<file path="src/rtl/axil_apb_consts.svh">
`ifndef AXIL_APB_CONSTS_SVH
`define AXIL_APB_CONSTS_SVH

// ~~~~~~~~~~~~~~~~~~~~~~~~~~~~~~~~~~~~~~~~~~~~~~~~~~~~~~~~~~
// Bus widths and bridge sizing
// ~~~~~~~~~~~~~~~~~~~~~~~~~~~~~~~~~~~~~~~~~~~~~~~~~~~~~~~~~~

`define AXIL_ADDR_WIDTH 32   // AXI-Lite and APB address width.
`define AXIL_DATA_WIDTH 32   // Data word width, strobes are one per byte.
`define APB_NUM_SLAVES  2    // Number of APB completers.
`define AXIL_MAX_TRANS  4    // Outstanding limit in the pause gate.

`endif
</file>
<file path="src/rtl/axil_apb_pkg.sv">
`default_nettype none

`include "axil_apb_consts.svh"

package axil_apb_pkg;

    // ~~~~~~~~~~~~~~~~~~~~~~~~~~~~~~~~~~~~~~~~~~~~~~~~~~~~~~~~~~
    // Bus field types
    // ~~~~~~~~~~~~~~~~~~~~~~~~~~~~~~~~~~~~~~~~~~~~~~~~~~~~~~~~~~

    typedef logic [`AXIL_ADDR_WIDTH-1:0]   addr_t;
    typedef logic [`AXIL_DATA_WIDTH-1:0]   data_t;
    typedef logic [`AXIL_DATA_WIDTH/8-1:0] strb_t;
    typedef logic [2:0]                    prot_t;
    typedef logic [1:0]                    resp_t;
    typedef logic [`APB_NUM_SLAVES-1:0]    sel_t;   // One-hot completer select.

    localparam resp_t resp_okay   = 2'b00;
    localparam resp_t resp_slverr = 2'b10;

    // Bridge core FSM.
    typedef enum logic [2:0] {
        st_idle,
        st_setup,
        st_access,
        st_resp_write,
        st_resp_read
    } core_state_t;

endpackage

`default_nettype wire

</file>
<file path="src/rtl/axil_apb_bridge.sv">
`default_nettype none

`include "axil_apb_consts.svh"

module axil_apb_bridge (
    input  wire logic                clk,
    input  wire logic                arst_n,
    input  wire logic                pause_req,
    output logic                     pause_ack,
    // AXI-Lite slave port.
    input  wire logic                s_awvalid,
    output logic                     s_awready,
    input  axil_apb_pkg::addr_t      s_awaddr,
    input  axil_apb_pkg::prot_t      s_awprot,
    input  wire logic                s_wvalid,
    output logic                     s_wready,
    input  axil_apb_pkg::data_t      s_wdata,
    input  axil_apb_pkg::strb_t      s_wstrb,
    output logic                     s_bvalid,
    input  wire logic                s_bready,
    output axil_apb_pkg::resp_t      s_bresp,
    input  wire logic                s_arvalid,
    output logic                     s_arready,
    input  axil_apb_pkg::addr_t      s_araddr,
    input  axil_apb_pkg::prot_t      s_arprot,
    output logic                     s_rvalid,
    input  wire logic                s_rready,
    output axil_apb_pkg::data_t      s_rdata,
    output axil_apb_pkg::resp_t      s_rresp,
    // Address windows, end exclusive.
    input  axil_apb_pkg::addr_t      map_start [`APB_NUM_SLAVES],
    input  axil_apb_pkg::addr_t      map_end   [`APB_NUM_SLAVES],
    // APB requester.
    output axil_apb_pkg::sel_t       psel,
    output axil_apb_pkg::addr_t      paddr [`APB_NUM_SLAVES],
    output logic                     penable,
    output logic                     pwrite,
    output axil_apb_pkg::data_t      pwdata,
    output axil_apb_pkg::strb_t      pstrb,
    output axil_apb_pkg::prot_t      pprot,
    input  axil_apb_pkg::sel_t       pready,
    input  axil_apb_pkg::data_t      prdata [`APB_NUM_SLAVES],
    input  axil_apb_pkg::sel_t       pslverr
);

    import axil_apb_pkg::*;

    logic  g_awvalid, g_awready, g_wvalid, g_wready, g_bvalid, g_bready;
    logic  g_arvalid, g_arready, g_rvalid, g_rready;
    addr_t g_awaddr, g_araddr;
    prot_t g_awprot, g_arprot;
    data_t g_wdata, g_rdata;
    strb_t g_wstrb;
    resp_t g_bresp, g_rresp;

    addr_t dec_addr;
    addr_t dec_offset;
    sel_t  dec_sel;
    logic  dec_miss;

    axil_pause_gate u_pause_gate (
        .clk       (clk),
        .arst_n    (arst_n),
        .pause_req (pause_req),
        .pause_ack (pause_ack),
        .s_awvalid (s_awvalid), .s_awready (s_awready),
        .s_awaddr  (s_awaddr),  .s_awprot  (s_awprot),
        .s_wvalid  (s_wvalid),  .s_wready  (s_wready),
        .s_wdata   (s_wdata),   .s_wstrb   (s_wstrb),
        .s_bvalid  (s_bvalid),  .s_bready  (s_bready),  .s_bresp (s_bresp),
        .s_arvalid (s_arvalid), .s_arready (s_arready),
        .s_araddr  (s_araddr),  .s_arprot  (s_arprot),
        .s_rvalid  (s_rvalid),  .s_rready  (s_rready),
        .s_rdata   (s_rdata),   .s_rresp   (s_rresp),
        .g_awvalid (g_awvalid), .g_awready (g_awready),
        .g_awaddr  (g_awaddr),  .g_awprot  (g_awprot),
        .g_wvalid  (g_wvalid),  .g_wready  (g_wready),
        .g_wdata   (g_wdata),   .g_wstrb   (g_wstrb),
        .g_bvalid  (g_bvalid),  .g_bready  (g_bready),  .g_bresp (g_bresp),
        .g_arvalid (g_arvalid), .g_arready (g_arready),
        .g_araddr  (g_araddr),  .g_arprot  (g_arprot),
        .g_rvalid  (g_rvalid),  .g_rready  (g_rready),
        .g_rdata   (g_rdata),   .g_rresp   (g_rresp)
    );

    axil_to_apb_core u_core (
        .clk        (clk),
        .arst_n     (arst_n),
        .g_awvalid  (g_awvalid), .g_awready (g_awready),
        .g_awaddr   (g_awaddr),  .g_awprot  (g_awprot),
        .g_wvalid   (g_wvalid),  .g_wready  (g_wready),
        .g_wdata    (g_wdata),   .g_wstrb   (g_wstrb),
        .g_bvalid   (g_bvalid),  .g_bready  (g_bready),  .g_bresp (g_bresp),
        .g_arvalid  (g_arvalid), .g_arready (g_arready),
        .g_araddr   (g_araddr),  .g_arprot  (g_arprot),
        .g_rvalid   (g_rvalid),  .g_rready  (g_rready),
        .g_rdata    (g_rdata),   .g_rresp   (g_rresp),
        .dec_addr   (dec_addr),
        .dec_sel    (dec_sel),
        .dec_miss   (dec_miss),
        .dec_offset (dec_offset),
        .psel       (psel),
        .paddr      (paddr),
        .penable    (penable),
        .pwrite     (pwrite),
        .pwdata     (pwdata),
        .pstrb      (pstrb),
        .pprot      (pprot),
        .pready     (pready),
        .prdata     (prdata),
        .pslverr    (pslverr)
    );

    apb_addr_decode u_decode (
        .addr        (dec_addr),
        .map_start   (map_start),
        .map_end     (map_end),
        .sel         (dec_sel),
        .miss        (dec_miss),
        .offset_addr (dec_offset)
    );

endmodule

`default_nettype wire

</file>
<file path="src/rtl/axil_to_apb_core.sv">
`default_nettype none

`include "axil_apb_consts.svh"

module axil_to_apb_core (
    input  wire logic                clk,
    input  wire logic                arst_n,
    // AXI-Lite port from the pause gate.
    input  wire logic                g_awvalid,
    output logic                     g_awready,
    input  axil_apb_pkg::addr_t      g_awaddr,
    input  axil_apb_pkg::prot_t      g_awprot,
    input  wire logic                g_wvalid,
    output logic                     g_wready,
    input  axil_apb_pkg::data_t      g_wdata,
    input  axil_apb_pkg::strb_t      g_wstrb,
    output logic                     g_bvalid,
    input  wire logic                g_bready,
    output axil_apb_pkg::resp_t      g_bresp,
    input  wire logic                g_arvalid,
    output logic                     g_arready,
    input  axil_apb_pkg::addr_t      g_araddr,
    input  axil_apb_pkg::prot_t      g_arprot,
    output logic                     g_rvalid,
    input  wire logic                g_rready,
    output axil_apb_pkg::data_t      g_rdata,
    output axil_apb_pkg::resp_t      g_rresp,
    // Address decoder.
    output axil_apb_pkg::addr_t      dec_addr,
    input  axil_apb_pkg::sel_t       dec_sel,
    input  wire logic                dec_miss,
    input  axil_apb_pkg::addr_t      dec_offset,
    // APB requester.
    output axil_apb_pkg::sel_t       psel,
    output axil_apb_pkg::addr_t      paddr [`APB_NUM_SLAVES],
    output logic                     penable,
    output logic                     pwrite,
    output axil_apb_pkg::data_t      pwdata,
    output axil_apb_pkg::strb_t      pstrb,
    output axil_apb_pkg::prot_t      pprot,
    input  axil_apb_pkg::sel_t       pready,
    input  axil_apb_pkg::data_t      prdata [`APB_NUM_SLAVES],
    input  axil_apb_pkg::sel_t       pslverr
);

    import axil_apb_pkg::*;

    core_state_t state;
    logic        prefer_rd;   // Read goes first on the next tie.
    logic        grant_wr;
    logic        grant_rd;
    logic        wr_pend;
    logic        rd_pend;
    logic        sel_ready;
    logic        sel_err;
    data_t       sel_rdata;

    addr_t addr_q;
    data_t wdata_q;
    strb_t strb_q;
    prot_t prot_q;
    resp_t resp_q;
    data_t rdata_q;

    // ~~~~~~~~~~~~~~~~~~~~~~~~~~~~~~~~~~~~~~~~~~~~~~~~~~~~~~~~~~
    // Request arbitration
    // ~~~~~~~~~~~~~~~~~~~~~~~~~~~~~~~~~~~~~~~~~~~~~~~~~~~~~~~~~~

    assign wr_pend  = g_awvalid & g_wvalid;   // AW and W are taken together.
    assign rd_pend  = g_arvalid;
    assign grant_wr = (state == st_idle) & wr_pend & (~rd_pend | ~prefer_rd);
    assign grant_rd = (state == st_idle) & rd_pend & (~wr_pend | prefer_rd);

    assign g_awready = grant_wr;
    assign g_wready  = grant_wr;
    assign g_arready = grant_rd;

    // Decode the incoming address while idle so a miss is known at the handshake.
    assign dec_addr = (state != st_idle) ? addr_q : (grant_wr ? g_awaddr : g_araddr);

    // ~~~~~~~~~~~~~~~~~~~~~~~~~~~~~~~~~~~~~~~~~~~~~~~~~~~~~~~~~~
    // Completer return mux
    // ~~~~~~~~~~~~~~~~~~~~~~~~~~~~~~~~~~~~~~~~~~~~~~~~~~~~~~~~~~

    assign sel_ready = |(pready & dec_sel);
    assign sel_err   = |(pslverr & dec_sel);

    always_comb begin
        sel_rdata = '0;
        for (int i = 0; i < `APB_NUM_SLAVES; i++) begin
            if (dec_sel[i]) sel_rdata = prdata[i];
        end
    end

    // ~~~~~~~~~~~~~~~~~~~~~~~~~~~~~~~~~~~~~~~~~~~~~~~~~~~~~~~~~~
    // FSM
    // ~~~~~~~~~~~~~~~~~~~~~~~~~~~~~~~~~~~~~~~~~~~~~~~~~~~~~~~~~~

    always_ff @(posedge clk or negedge arst_n) begin
        if (!arst_n) begin
            state     <= st_idle;
            prefer_rd <= 1'b0;
            pwrite    <= 1'b0;
        end else begin
            unique case (state)
                st_idle: begin
                    if (grant_wr || grant_rd) begin
                        prefer_rd <= grant_wr;   // Alternate on contention.
                        pwrite    <= grant_wr;
                        if (dec_miss) begin
                            state <= grant_wr ? st_resp_write : st_resp_read;   // Skip APB.
                        end else begin
                            state <= st_setup;
                        end
                    end
                end
                st_setup:  state <= st_access;
                st_access: begin
                    if (sel_ready) state <= pwrite ? st_resp_write : st_resp_read;
                end
                st_resp_write: begin
                    if (g_bready) state <= st_idle;
                end
                st_resp_read: begin
                    if (g_rready) state <= st_idle;
                end
                default: state <= st_idle;
            endcase
        end
    end

    // Request and response payload.
    always_ff @(posedge clk) begin
        if (grant_wr) begin
            addr_q  <= g_awaddr;
            prot_q  <= g_awprot;
            wdata_q <= g_wdata;
            strb_q  <= g_wstrb;
        end else if (grant_rd) begin
            addr_q <= g_araddr;
            prot_q <= g_arprot;
            strb_q <= '0;   // APB reads carry no strobes.
        end
        if ((grant_wr || grant_rd) && dec_miss) begin
            resp_q  <= resp_slverr;
            rdata_q <= '0;
        end else if ((state == st_access) && sel_ready) begin
            resp_q  <= sel_err ? resp_slverr : resp_okay;
            rdata_q <= sel_rdata;
        end
    end

    // ~~~~~~~~~~~~~~~~~~~~~~~~~~~~~~~~~~~~~~~~~~~~~~~~~~~~~~~~~~
    // Outputs
    // ~~~~~~~~~~~~~~~~~~~~~~~~~~~~~~~~~~~~~~~~~~~~~~~~~~~~~~~~~~

    assign psel    = ((state == st_setup) || (state == st_access)) ? dec_sel : '0;
    assign penable = (state == st_access);
    assign pwdata  = wdata_q;
    assign pstrb   = strb_q;
    assign pprot   = prot_q;   // Protection passes through untouched.

    for (genvar i = 0; i < `APB_NUM_SLAVES; i++) begin : g_paddr
        assign paddr[i] = dec_offset;
    end

    assign g_bvalid = (state == st_resp_write);
    assign g_bresp  = resp_q;
    assign g_rvalid = (state == st_resp_read);
    assign g_rdata  = rdata_q;
    assign g_rresp  = resp_q;

endmodule

`default_nettype wire

</file>
<file path="src/rtl/apb_addr_decode.sv">
`default_nettype none

`include "axil_apb_consts.svh"

module apb_addr_decode (
    input  axil_apb_pkg::addr_t addr,
    input  axil_apb_pkg::addr_t map_start [`APB_NUM_SLAVES],
    input  axil_apb_pkg::addr_t map_end   [`APB_NUM_SLAVES],
    output axil_apb_pkg::sel_t  sel,
    output logic                miss,
    output axil_apb_pkg::addr_t offset_addr
);

    // Scan from the top so the lowest matching window wins.
    always_comb begin
        sel         = '0;
        miss        = 1'b1;
        offset_addr = addr;
        for (int i = `APB_NUM_SLAVES - 1; i >= 0; i--) begin
            if ((addr >= map_start[i]) && (addr < map_end[i])) begin   // End is exclusive.
                sel         = '0;
                sel[i]      = 1'b1;
                miss        = 1'b0;
                offset_addr = addr - map_start[i];   // Window relative address.
            end
        end
    end

endmodule

`default_nettype wire

</file>
<file path="src/rtl/axil_pause_gate.sv">
`default_nettype none

`include "axil_apb_consts.svh"

module axil_pause_gate (
    input  wire logic                clk,
    input  wire logic                arst_n,
    input  wire logic                pause_req,
    output logic                     pause_ack,
    // Outside AXI-Lite port.
    input  wire logic                s_awvalid,
    output logic                     s_awready,
    input  axil_apb_pkg::addr_t      s_awaddr,
    input  axil_apb_pkg::prot_t      s_awprot,
    input  wire logic                s_wvalid,
    output logic                     s_wready,
    input  axil_apb_pkg::data_t      s_wdata,
    input  axil_apb_pkg::strb_t      s_wstrb,
    output logic                     s_bvalid,
    input  wire logic                s_bready,
    output axil_apb_pkg::resp_t      s_bresp,
    input  wire logic                s_arvalid,
    output logic                     s_arready,
    input  axil_apb_pkg::addr_t      s_araddr,
    input  axil_apb_pkg::prot_t      s_arprot,
    output logic                     s_rvalid,
    input  wire logic                s_rready,
    output axil_apb_pkg::data_t      s_rdata,
    output axil_apb_pkg::resp_t      s_rresp,
    // Gated port towards the core.
    output logic                     g_awvalid,
    input  wire logic                g_awready,
    output axil_apb_pkg::addr_t      g_awaddr,
    output axil_apb_pkg::prot_t      g_awprot,
    output logic                     g_wvalid,
    input  wire logic                g_wready,
    output axil_apb_pkg::data_t      g_wdata,
    output axil_apb_pkg::strb_t      g_wstrb,
    input  wire logic                g_bvalid,
    output logic                     g_bready,
    input  axil_apb_pkg::resp_t      g_bresp,
    output logic                     g_arvalid,
    input  wire logic                g_arready,
    output axil_apb_pkg::addr_t      g_araddr,
    output axil_apb_pkg::prot_t      g_arprot,
    input  wire logic                g_rvalid,
    output logic                     g_rready,
    input  axil_apb_pkg::data_t      g_rdata,
    input  axil_apb_pkg::resp_t      g_rresp
);

    localparam int unsigned CNT_W = $clog2(`AXIL_MAX_TRANS + 1);

    logic [CNT_W-1:0] out_cnt;
    logic [CNT_W-1:0] cnt_inc;
    logic [CNT_W-1:0] cnt_dec;
    logic             blocked;

    // New requests stop during a pause or when the counter is full.
    assign blocked = pause_req | (out_cnt == CNT_W'(`AXIL_MAX_TRANS));

    assign g_awvalid = s_awvalid & ~blocked;
    assign g_wvalid  = s_wvalid & ~blocked;
    assign g_arvalid = s_arvalid & ~blocked;
    assign s_awready = g_awready & ~blocked;
    assign s_wready  = g_wready & ~blocked;
    assign s_arready = g_arready & ~blocked;

    assign g_awaddr = s_awaddr;   // Payloads pass straight through.
    assign g_awprot = s_awprot;
    assign g_wdata  = s_wdata;
    assign g_wstrb  = s_wstrb;
    assign g_araddr = s_araddr;
    assign g_arprot = s_arprot;

    assign s_bvalid = g_bvalid;   // Responses are never held back.
    assign s_bresp  = g_bresp;
    assign g_bready = s_bready;
    assign s_rvalid = g_rvalid;
    assign s_rdata  = g_rdata;
    assign s_rresp  = g_rresp;
    assign g_rready = s_rready;

    assign cnt_inc = CNT_W'(g_awvalid & g_awready) + CNT_W'(g_arvalid & g_arready);
    assign cnt_dec = CNT_W'(g_bvalid & g_bready) + CNT_W'(g_rvalid & g_rready);

    always_ff @(posedge clk or negedge arst_n) begin
        if (!arst_n) begin
            out_cnt   <= '0;
            pause_ack <= 1'b0;
        end else begin
            out_cnt   <= out_cnt + cnt_inc - cnt_dec;
            pause_ack <= pause_req && (out_cnt == '0);   // Idle and asked to pause.
        end
    end

endmodule

`default_nettype wire

</file>
<file path="config.mk">
export PLATFORM = sky130hd
export DESIGN_NAME = axil_apb_bridge
export DESIGN_NICKNAME = d
export VERILOG_FILES = /design/src/rtl/axil_apb_pkg.sv /design/src/rtl/axil_apb_bridge.sv /design/src/rtl/axil_to_apb_core.sv /design/src/rtl/apb_addr_decode.sv /design/src/rtl/axil_pause_gate.sv
export VERILOG_INCLUDE_DIRS = /design/src /design/src/rtl
export SDC_FILE = /design/constraint.sdc
export NUM_CORES = 1
export LEC_CHECK = 0
export ABC_CLOCK_PERIOD_IN_PS = 14300
export BUFFER_PORTS_ARGS = -buffer_cell sky130_fd_sc_hd__clkbuf_2
export CORE_AREA = 2 2 180 182
export DETAILED_ROUTE_END_ITERATION = 6
export DIE_AREA = 0 0 182 184
export GPL_ROUTABILITY_DRIVEN = 0
export HOLD_SLACK_MARGIN = 0.02
export SKIP_CTS_REPAIR_TIMING = 1
export SLEW_MARGIN = 20
export SYNTH_ARGS = -nofsm -noshare
export SYNTH_HDL_FRONTEND = slang
export SYNTH_SLANG_ARGS = --single-unit
</file>
<file path="constraint.sdc">
create_clock -name clk -period 14.3 [get_ports clk]
set_clock_uncertainty 0.15 [all_clocks]
set_input_delay 0.715 -clock clk [delete_from_list [all_inputs] [get_ports clk]]
set_output_delay 0.715 -clock clk [all_outputs]
set_load 0.02 [all_outputs]
</file>
==> flow_metrics.tcl, run 1 <==
set metrics [dict create \
    status "finished clean" \
    end_kind "output port" \
    leakage_nw 7.09 \
    hp-class "in2async" \
    fillCellCount 3237 \
    clk_pin_slew_ns 0.08 \
    p_per_area_mw_per_mm2 250 \
    synth_area_mm2 0.0111 \
    grt_pass1_wl_um 58200 \
    synth-edff-count 71 \
    place_inst 2101 \
    ir_drop_v 0.000231 \
    coreArea_mm2 0.0314 \
    htreeDepth 3 \
    syn-mean-instance-area_um2 8.37 \
    numPortBuffers 456 \
    layout_common_cells "clkbuf_2, nand2_1, inv_1" \
    drive_above_1_share 0.308 \
    worst_pin_slew_ns 1.07 \
    via_per_inst 5.25 \
    ant_nets 0 \
    antenna_found_initial 4 \
    ys_seq_elements 112 \
    critPathMaxFanout 70 \
    die_area_mm2 0.0335 \
    rows 65 \
    cp.required_ns 13.44 \
    die_width_um 182 \
    seq_area_frac_synth 0.270 \
    crit-reg2reg-capture "u_core.g_rdata[3]" \
    setup_viol 0 \
    instances_no_fill 2122 \
    drv_cap 0 \
    final_common_cell "clkbuf_2" \
    grt_max_degree 88 \
    reg2regPathDepth 23 \
    fmax_mhz 122 \
    routedWlPerCell_um 18.6 \
    overflow 0 \
    synth_cell_types 70 \
    synth.yosys.warnings 0 \
    seq_area_mm2 0.00299 \
    crit_arrival_ns 7.34 \
    drc 0 \
    r2r-start "u_core.state[1]" \
    ys_async_sr_fraction 0.0714 \
    cts_tree "built" \
    multi_input_area_mm2 0.00696 \
    slew_headroom 0.287 \
    drtIter0Drc 742 \
    firstDrtPassIters 5 \
    finalHoldViolCount 0 \
    nNetsFinal 2153 \
    start_kind "register" \
    root_buffer "clkbuf_16" \
    clkSinkCount 112 \
    start_util 0.353 \
    die_h_um 184 \
    ys.flop_type "edfxtp_1" \
    slew_viol_final 0 \
    routed_wl_um 39400 \
    cts_buffer_depth 2 \
    tns_ns 0 \
    period_share 0.574 \
    path_class "reg2out" \
    syn_inst 1324 \
    grt.total_usage 0.224 \
    cts_buffers 9 \
    ios 459 \
    grt_pass1_vias 10500 \
    num_vias 11100 \
    reg2reg_slack_ns 6.76 \
    dpl.hpwl_um 32500 \
    area_growth_pct 24.0 \
    worst_skew_pair.late_latency_ns 0.37 \
    min_period_ns 8.21 \
    rsz0062_at_grt "no" \
]
## worst max-delay path: stages, from the launching register on
cell	delay, ns
dfrtp_1	0.49
nor4_2	0.29
and2b_4	0.21
nand4_4	0.48
inv_2	0.18
buf_4	0.64
mux2i_1	0.31
a21oi_1	0.66
ha_1	0.22
nand4_1	0.12
nor3_1	0.32
nand4_1	0.23
nor4_1	0.31
o211ai_1	0.22
nand3_1	0.22
or2_2	0.50
buf_4	0.60
nor2_1	0.11
a211oi_1	0.41
a21oi_1	0.15
clkbuf_2	0.21
## worst max-delay path by stage
stage                                from         to  slack, ns
final                     u_core.state[1]  paddr[44]       6.09
after global routing      u_core.state[1]  paddr[44]       5.48
after CTS                 u_core.state[1]  paddr[44]       5.96
after detailed placement        pause_req  paddr[44]       6.19
after global placement          pause_req  paddr[44]       6.26
after floorplan                 pause_req  paddr[60]       7.41
## state kept, by name (all words and copies together) (netlist names)
signal / count
u_core.addr_q: 32
u_core.g_bresp: 1
u_core.g_rdata: 32
u_core.pprot: 3
u_core.prefer_rd: 1
u_core.pstrb: 4
u_core.pwdata: 32
u_core.state: 3
u_pause_gate.out_cnt: 3
u_pause_gate.pause_ack: 1
## layout make-up
cell class	count	area share
timing repair buffer	463	0.171
clock buffer	9	0.0164
clock inverter	7	0.00665
sequential	112	0.218
inverter	160	0.0437
multi-input combinational	965	0.507
tap	402	0.0366
antenna	4	0.000728
## Yosys cell counts, types with 23 or more instances
cell type,number,area share
a211o_1,36,0.028
a21oi_1,103,0.047
buf_4,37,0.025
clkbuf_1,23,0.0078
dfxtp_1,33,0.060
edfxtp_1,71,0.19
ha_1,128,0.14
inv_1,159,0.054
mux2_2,31,0.032
nand2_1,164,0.056
nor2_1,50,0.017
nor3b_1,37,0.025
o211a_1,35,0.032
o21ai_0,64,0.029
xnor2_1,37,0.029
## per-stage QoR
stage / worst slack (ns) / cell area, µm² / util / total power [mW] / hold slack [ns]
5_1_grt: 5.48 / 13700 / 0.438 / 3.72 / 0.0274
3_3_place_gp: 6.26 / 13400 / 0.426 / 3.13 / 0.330
3_5_place_dp: 6.19 / 13400 / 0.426 / 3.15 / 0.336
4_1_cts: 5.96 / 13700 / 0.436 / 3.44 / 0.0231
2_1_floorplan: 7.41 / 11100 / - / 2.57 / 0.269
6_report: 6.09 / 13700 / 0.438 / 3.44 / 0.0350
## report_power, final
part / total, mW / internal [mW] / switching (mW)
clock network: 0.268 / 0.127 / 0.141
logic: 2.71 / 0.974 / 1.73
registers: 0.463 / 0.424 / 0.0393
## cells by family after synthesis
kind of cell    count (synthesis)  share of synthesized area
xor+xnor                       55                     0.0435
other cells                     1                   0.000339
buf+inv                       248                      0.103
compound gates                353                      0.215
flops                         112                      0.270
fa+ha+maj                     132                      0.152
mux                            45                     0.0453
simple gates                  378                      0.171
## layer usage
| metal | up-vias | routed length [µm] | GRT usage |
|---|---|---|---|
| li1 | 5447 | - | - |
| met1 | 5202 | 18200 | 0.313 |
| met2 | 437 | 18000 | 0.358 |
| met3 | 47 | 2340 | 0.0333 |
| met4 | 0 | 884 | 0.0658 |
| met5 | - | 0 | 0 |
No activity file was read; power rests on OpenSTA's default activity.
==> run 2: changes to the inputs <==
--- a/config.mk
+++ b/config.mk
@@ -6,7 +6,8 @@
 export SDC_FILE = /design/constraint.sdc
 export NUM_CORES = 1
 export LEC_CHECK = 0
-export ABC_CLOCK_PERIOD_IN_PS = 14300
+export ABC_AREA = 1
+export ABC_CLOCK_PERIOD_IN_PS = 6900
 export BUFFER_PORTS_ARGS = -buffer_cell sky130_fd_sc_hd__clkbuf_2
 export CORE_AREA = 2 2 180 182
 export DETAILED_ROUTE_END_ITERATION = 6
==> constraint.sdc (replaced) <==
create_clock -name clk -period 6.9 [get_ports clk]
set_clock_uncertainty 0.15 [all_clocks]
set_input_delay 0.345 -clock clk [delete_from_list [all_inputs] [get_ports clk]]
set_output_delay 0.345 -clock clk [all_outputs]
set_load 0.02 [all_outputs]
==> flow_metrics.tcl, run 2 <==
set metrics [dict create \
    postLayoutCellArea_mm2 0.0142 \
    drive_above_1_share 0.262 \
    met2_usage 0.424 \
    status "finished clean" \
    critPathMaxFanout 32 \
    ir_drop_v 0.000533 \
    synth_top_family_by_area "simple AND/OR/NAND/NOR gates" \
    slew_viol_final 0 \
    cpMostUsedCell "inv_2" \
    nNetsFinal 2503 \
    ios 459 \
    synth.yosys.warnings 0 \
    synth-edff-count 71 \
    cts_buffers 9 \
    ys.flop_type "edfxtp_1" \
    die_width_um 182 \
    critPathSlowestCell "a31oi_1" \
    timing.hold.ws_ns 0.0641 \
    num_vias 12000 \
    ys_seq_elements 112 \
    cp_cell_sequence "inv_2, nand3_4, nor2_4, nand2_4, inv_2, nand2_1, a31oi_1, ha_1, a21oi_1, a21boi_2, o21ai_4, a21oi_2, o21ai_2, nand2_1, nand3_1, o211ai_1, inv_2, nand2_4, nand2_2, inv_2, nand2_1, o211ai_1, clkbuf_2" \
    overflow 0 \
    start_kind "register" \
    syn-mean-instance-area_um2 6.88 \
    via_per_inst 4.87 \
    synth_area_mm2 0.0111 \
    syn_inst 1607 \
    setup_ws_ns 0.666 \
    clk_pin_slew_ns 0.09 \
    cts_tree "built" \
    firstDrtPassIters 5 \
    slew_headroom 0.339 \
    synth_area_leaders "edfxtp_1, nand2_1, ha_1, inv_1, dfxtp_1" \
    grt_pass1_vias 11200 \
    cp-endpoint "paddr[4]" \
    busiest_layer "met2" \
    routed_wl_um 42300 \
    met1_usage 0.305 \
    p_per_area_mw_per_mm2 530 \
    placedInstanceArea_mm2 0.0136 \
    final_common_cell "nand2_1" \
    crit_arrival_ns 5.74 \
    cts_buffer_depth 2 \
    drc 0 \
    root_buffer "clkbuf_16" \
    grt_pass1_wl_um 62100 \
    grt.total_usage 0.241 \
    synthAdderAreaFrac 0.152 \
    synth_xor_area_frac 0.0420 \
    leakage_nw 8.02 \
    hp-class "in2reg" \
    tns_ns 0 \
    grtUsageMet3 0.0384 \
    layout_common_cells "nand2_1, clkbuf_2, inv_1" \
    dpl.hpwl_um 35500 \
    die_h_um 184 \
    min_period_ns 6.23 \
    end_kind "output port" \
    startpoint "u_core.state[2]" \
    htreeDepth 3 \
    start_util 0.352 \
    ys_top_cells_by_count "nand2_1, inv_1, nor2_1, ha_1, a21oi_1" \
    ant_nets 0 \
    fmax_mhz 160 \
    place_ws_ns 1.09 \
    ys_async_sr_fraction 0.0714 \
    numPortBuffers 456 \
    synth_mux_area_frac 0 \
    rsz0062_at_grt "no" \
    clkSinkCount 112 \
    yosysMostFrequentCell "nand2_1" \
    routedWlPerCell_um 17.1 \
    rows 65 \
    worst_skew_pair.late_latency_ns 0.36 \
    max_stage_delay_ns 0.62 \
    synth_top_area_cell "edfxtp_1" \
    r2r-start "u_core.state[2]" \
    reg2regPathDepth 23 \
    synth-simple-area-share 0.266 \
    seq_area_frac_synth 0.271 \
    grt_max_degree 66 \
    setup_viol 0 \
    period_share 0.903 \
    synth_compound_area_frac 0.140 \
    drtIter0Drc 642 \
    coreArea_mm2 0.0314 \
    cp_top_family "compound AO/OA/AOI/OAI gates" \
    path_class "reg2out" \
    synth_top_cell_area_share 0.193 \
    synth_cell_types 50 \
    die_area_mm2 0.0335 \
    path_buf_inv 5 \
    crit-reg2reg-capture "u_core.g_rdata[27]" \
    area_growth_pct 28.6 \
    drv_cap 0 \
    worst_pin_slew_ns 0.987 \
    antenna_found_initial 4 \
    finalHoldViolCount 0 \
    path_depth 23 \
    cp.required_ns 6.40 \
    reg2reg_slack_ns 1.08 \
]
-- run 2: worst register-to-register path, stage by stage (launching register included) --
cell      delay (ns)
dfrtp_1         0.45
inv_2           0.12
nand3_4         0.12
nor2_4          0.17
nand2_4         0.06
inv_2           0.47
nand2_1         0.16
a31oi_1         0.62
ha_1            0.44
a21oi_1         0.14
a21boi_2        0.25
o21ai_4         0.09
a21oi_2         0.23
o21ai_2         0.13
nand2_1         0.08
nand3_1         0.07
o211ai_1        0.12
inv_2           0.07
nand2_4         0.27
nand2_2         0.13
inv_2           0.48
nand2_2         0.62
nand2_1         0.24
nor2_1          0.05
-- run 2: worst min path at each step --
stage                      from                 endpoint  slack [ns]  cells after the start
floorplan                arst_n         u_core.prefer_rd       -0.10                      0
global placement         arst_n   u_pause_gate.pause_ack        0.05                      1
detailed placement       arst_n   u_pause_gate.pause_ack        0.05                      1
CTS                      arst_n  u_pause_gate.out_cnt[0]       -0.35                      1
global route        s_wdata[12]        u_core.pwdata[12]        0.04                      1
finish              s_wdata[12]        u_core.pwdata[12]        0.06                      1
-- run 2: per-layer routing --
layer / vias up / routed length, µm / part of all wire
li1: 6114 / - / -
met1: 5357 / 18000 / 0.42
met2: 499 / 20500 / 0.48
met5: - / 11 / 0.00026
met3: 58 / 2820 / 0.067
met4: 2 / 1000 / 0.024
-- run 2: area by class of cell --
type | count | area (µm²)
tap | 402 | 503
timing repair buffer | 518 | 2820
inverter | 254 | 953
clock buffer | 9 | 225
sequential | 112 | 2990
antenna | 1 | 2.50
clock inverter | 7 | 71.3
multi-input combinational | 1166 | 6640
fill | 3313 | 17200
-- run 2: through the flow --
stage | std cells | util | power (mW)
4_1_cts | 2439 | 0.443 | 7.54
2_1_floorplan | 1608 | - | 5.40
3_5_place_dp | 2423 | 0.434 | 6.96
5_1_grt | 2468 | 0.453 | 8.18
3_3_place_gp | 2423 | 0.434 | 6.94
6_report | 2469 | 0.453 | 7.53
-- run 2: logic make-up after synthesis --
logic type | count (synthesis)
compound gates | 252
xor+xnor | 53
fa+ha+maj | 132
buf+inv | 330
flops | 112
other cells | 1
simple gates | 727
-- run 2: report_power, final --
group / internal, mW / switching, mW
registers: 0.885 / 0.0743
clock network: 0.259 / 0.281
logic: 1.97 / 4.06
total: 3.12 / 4.41
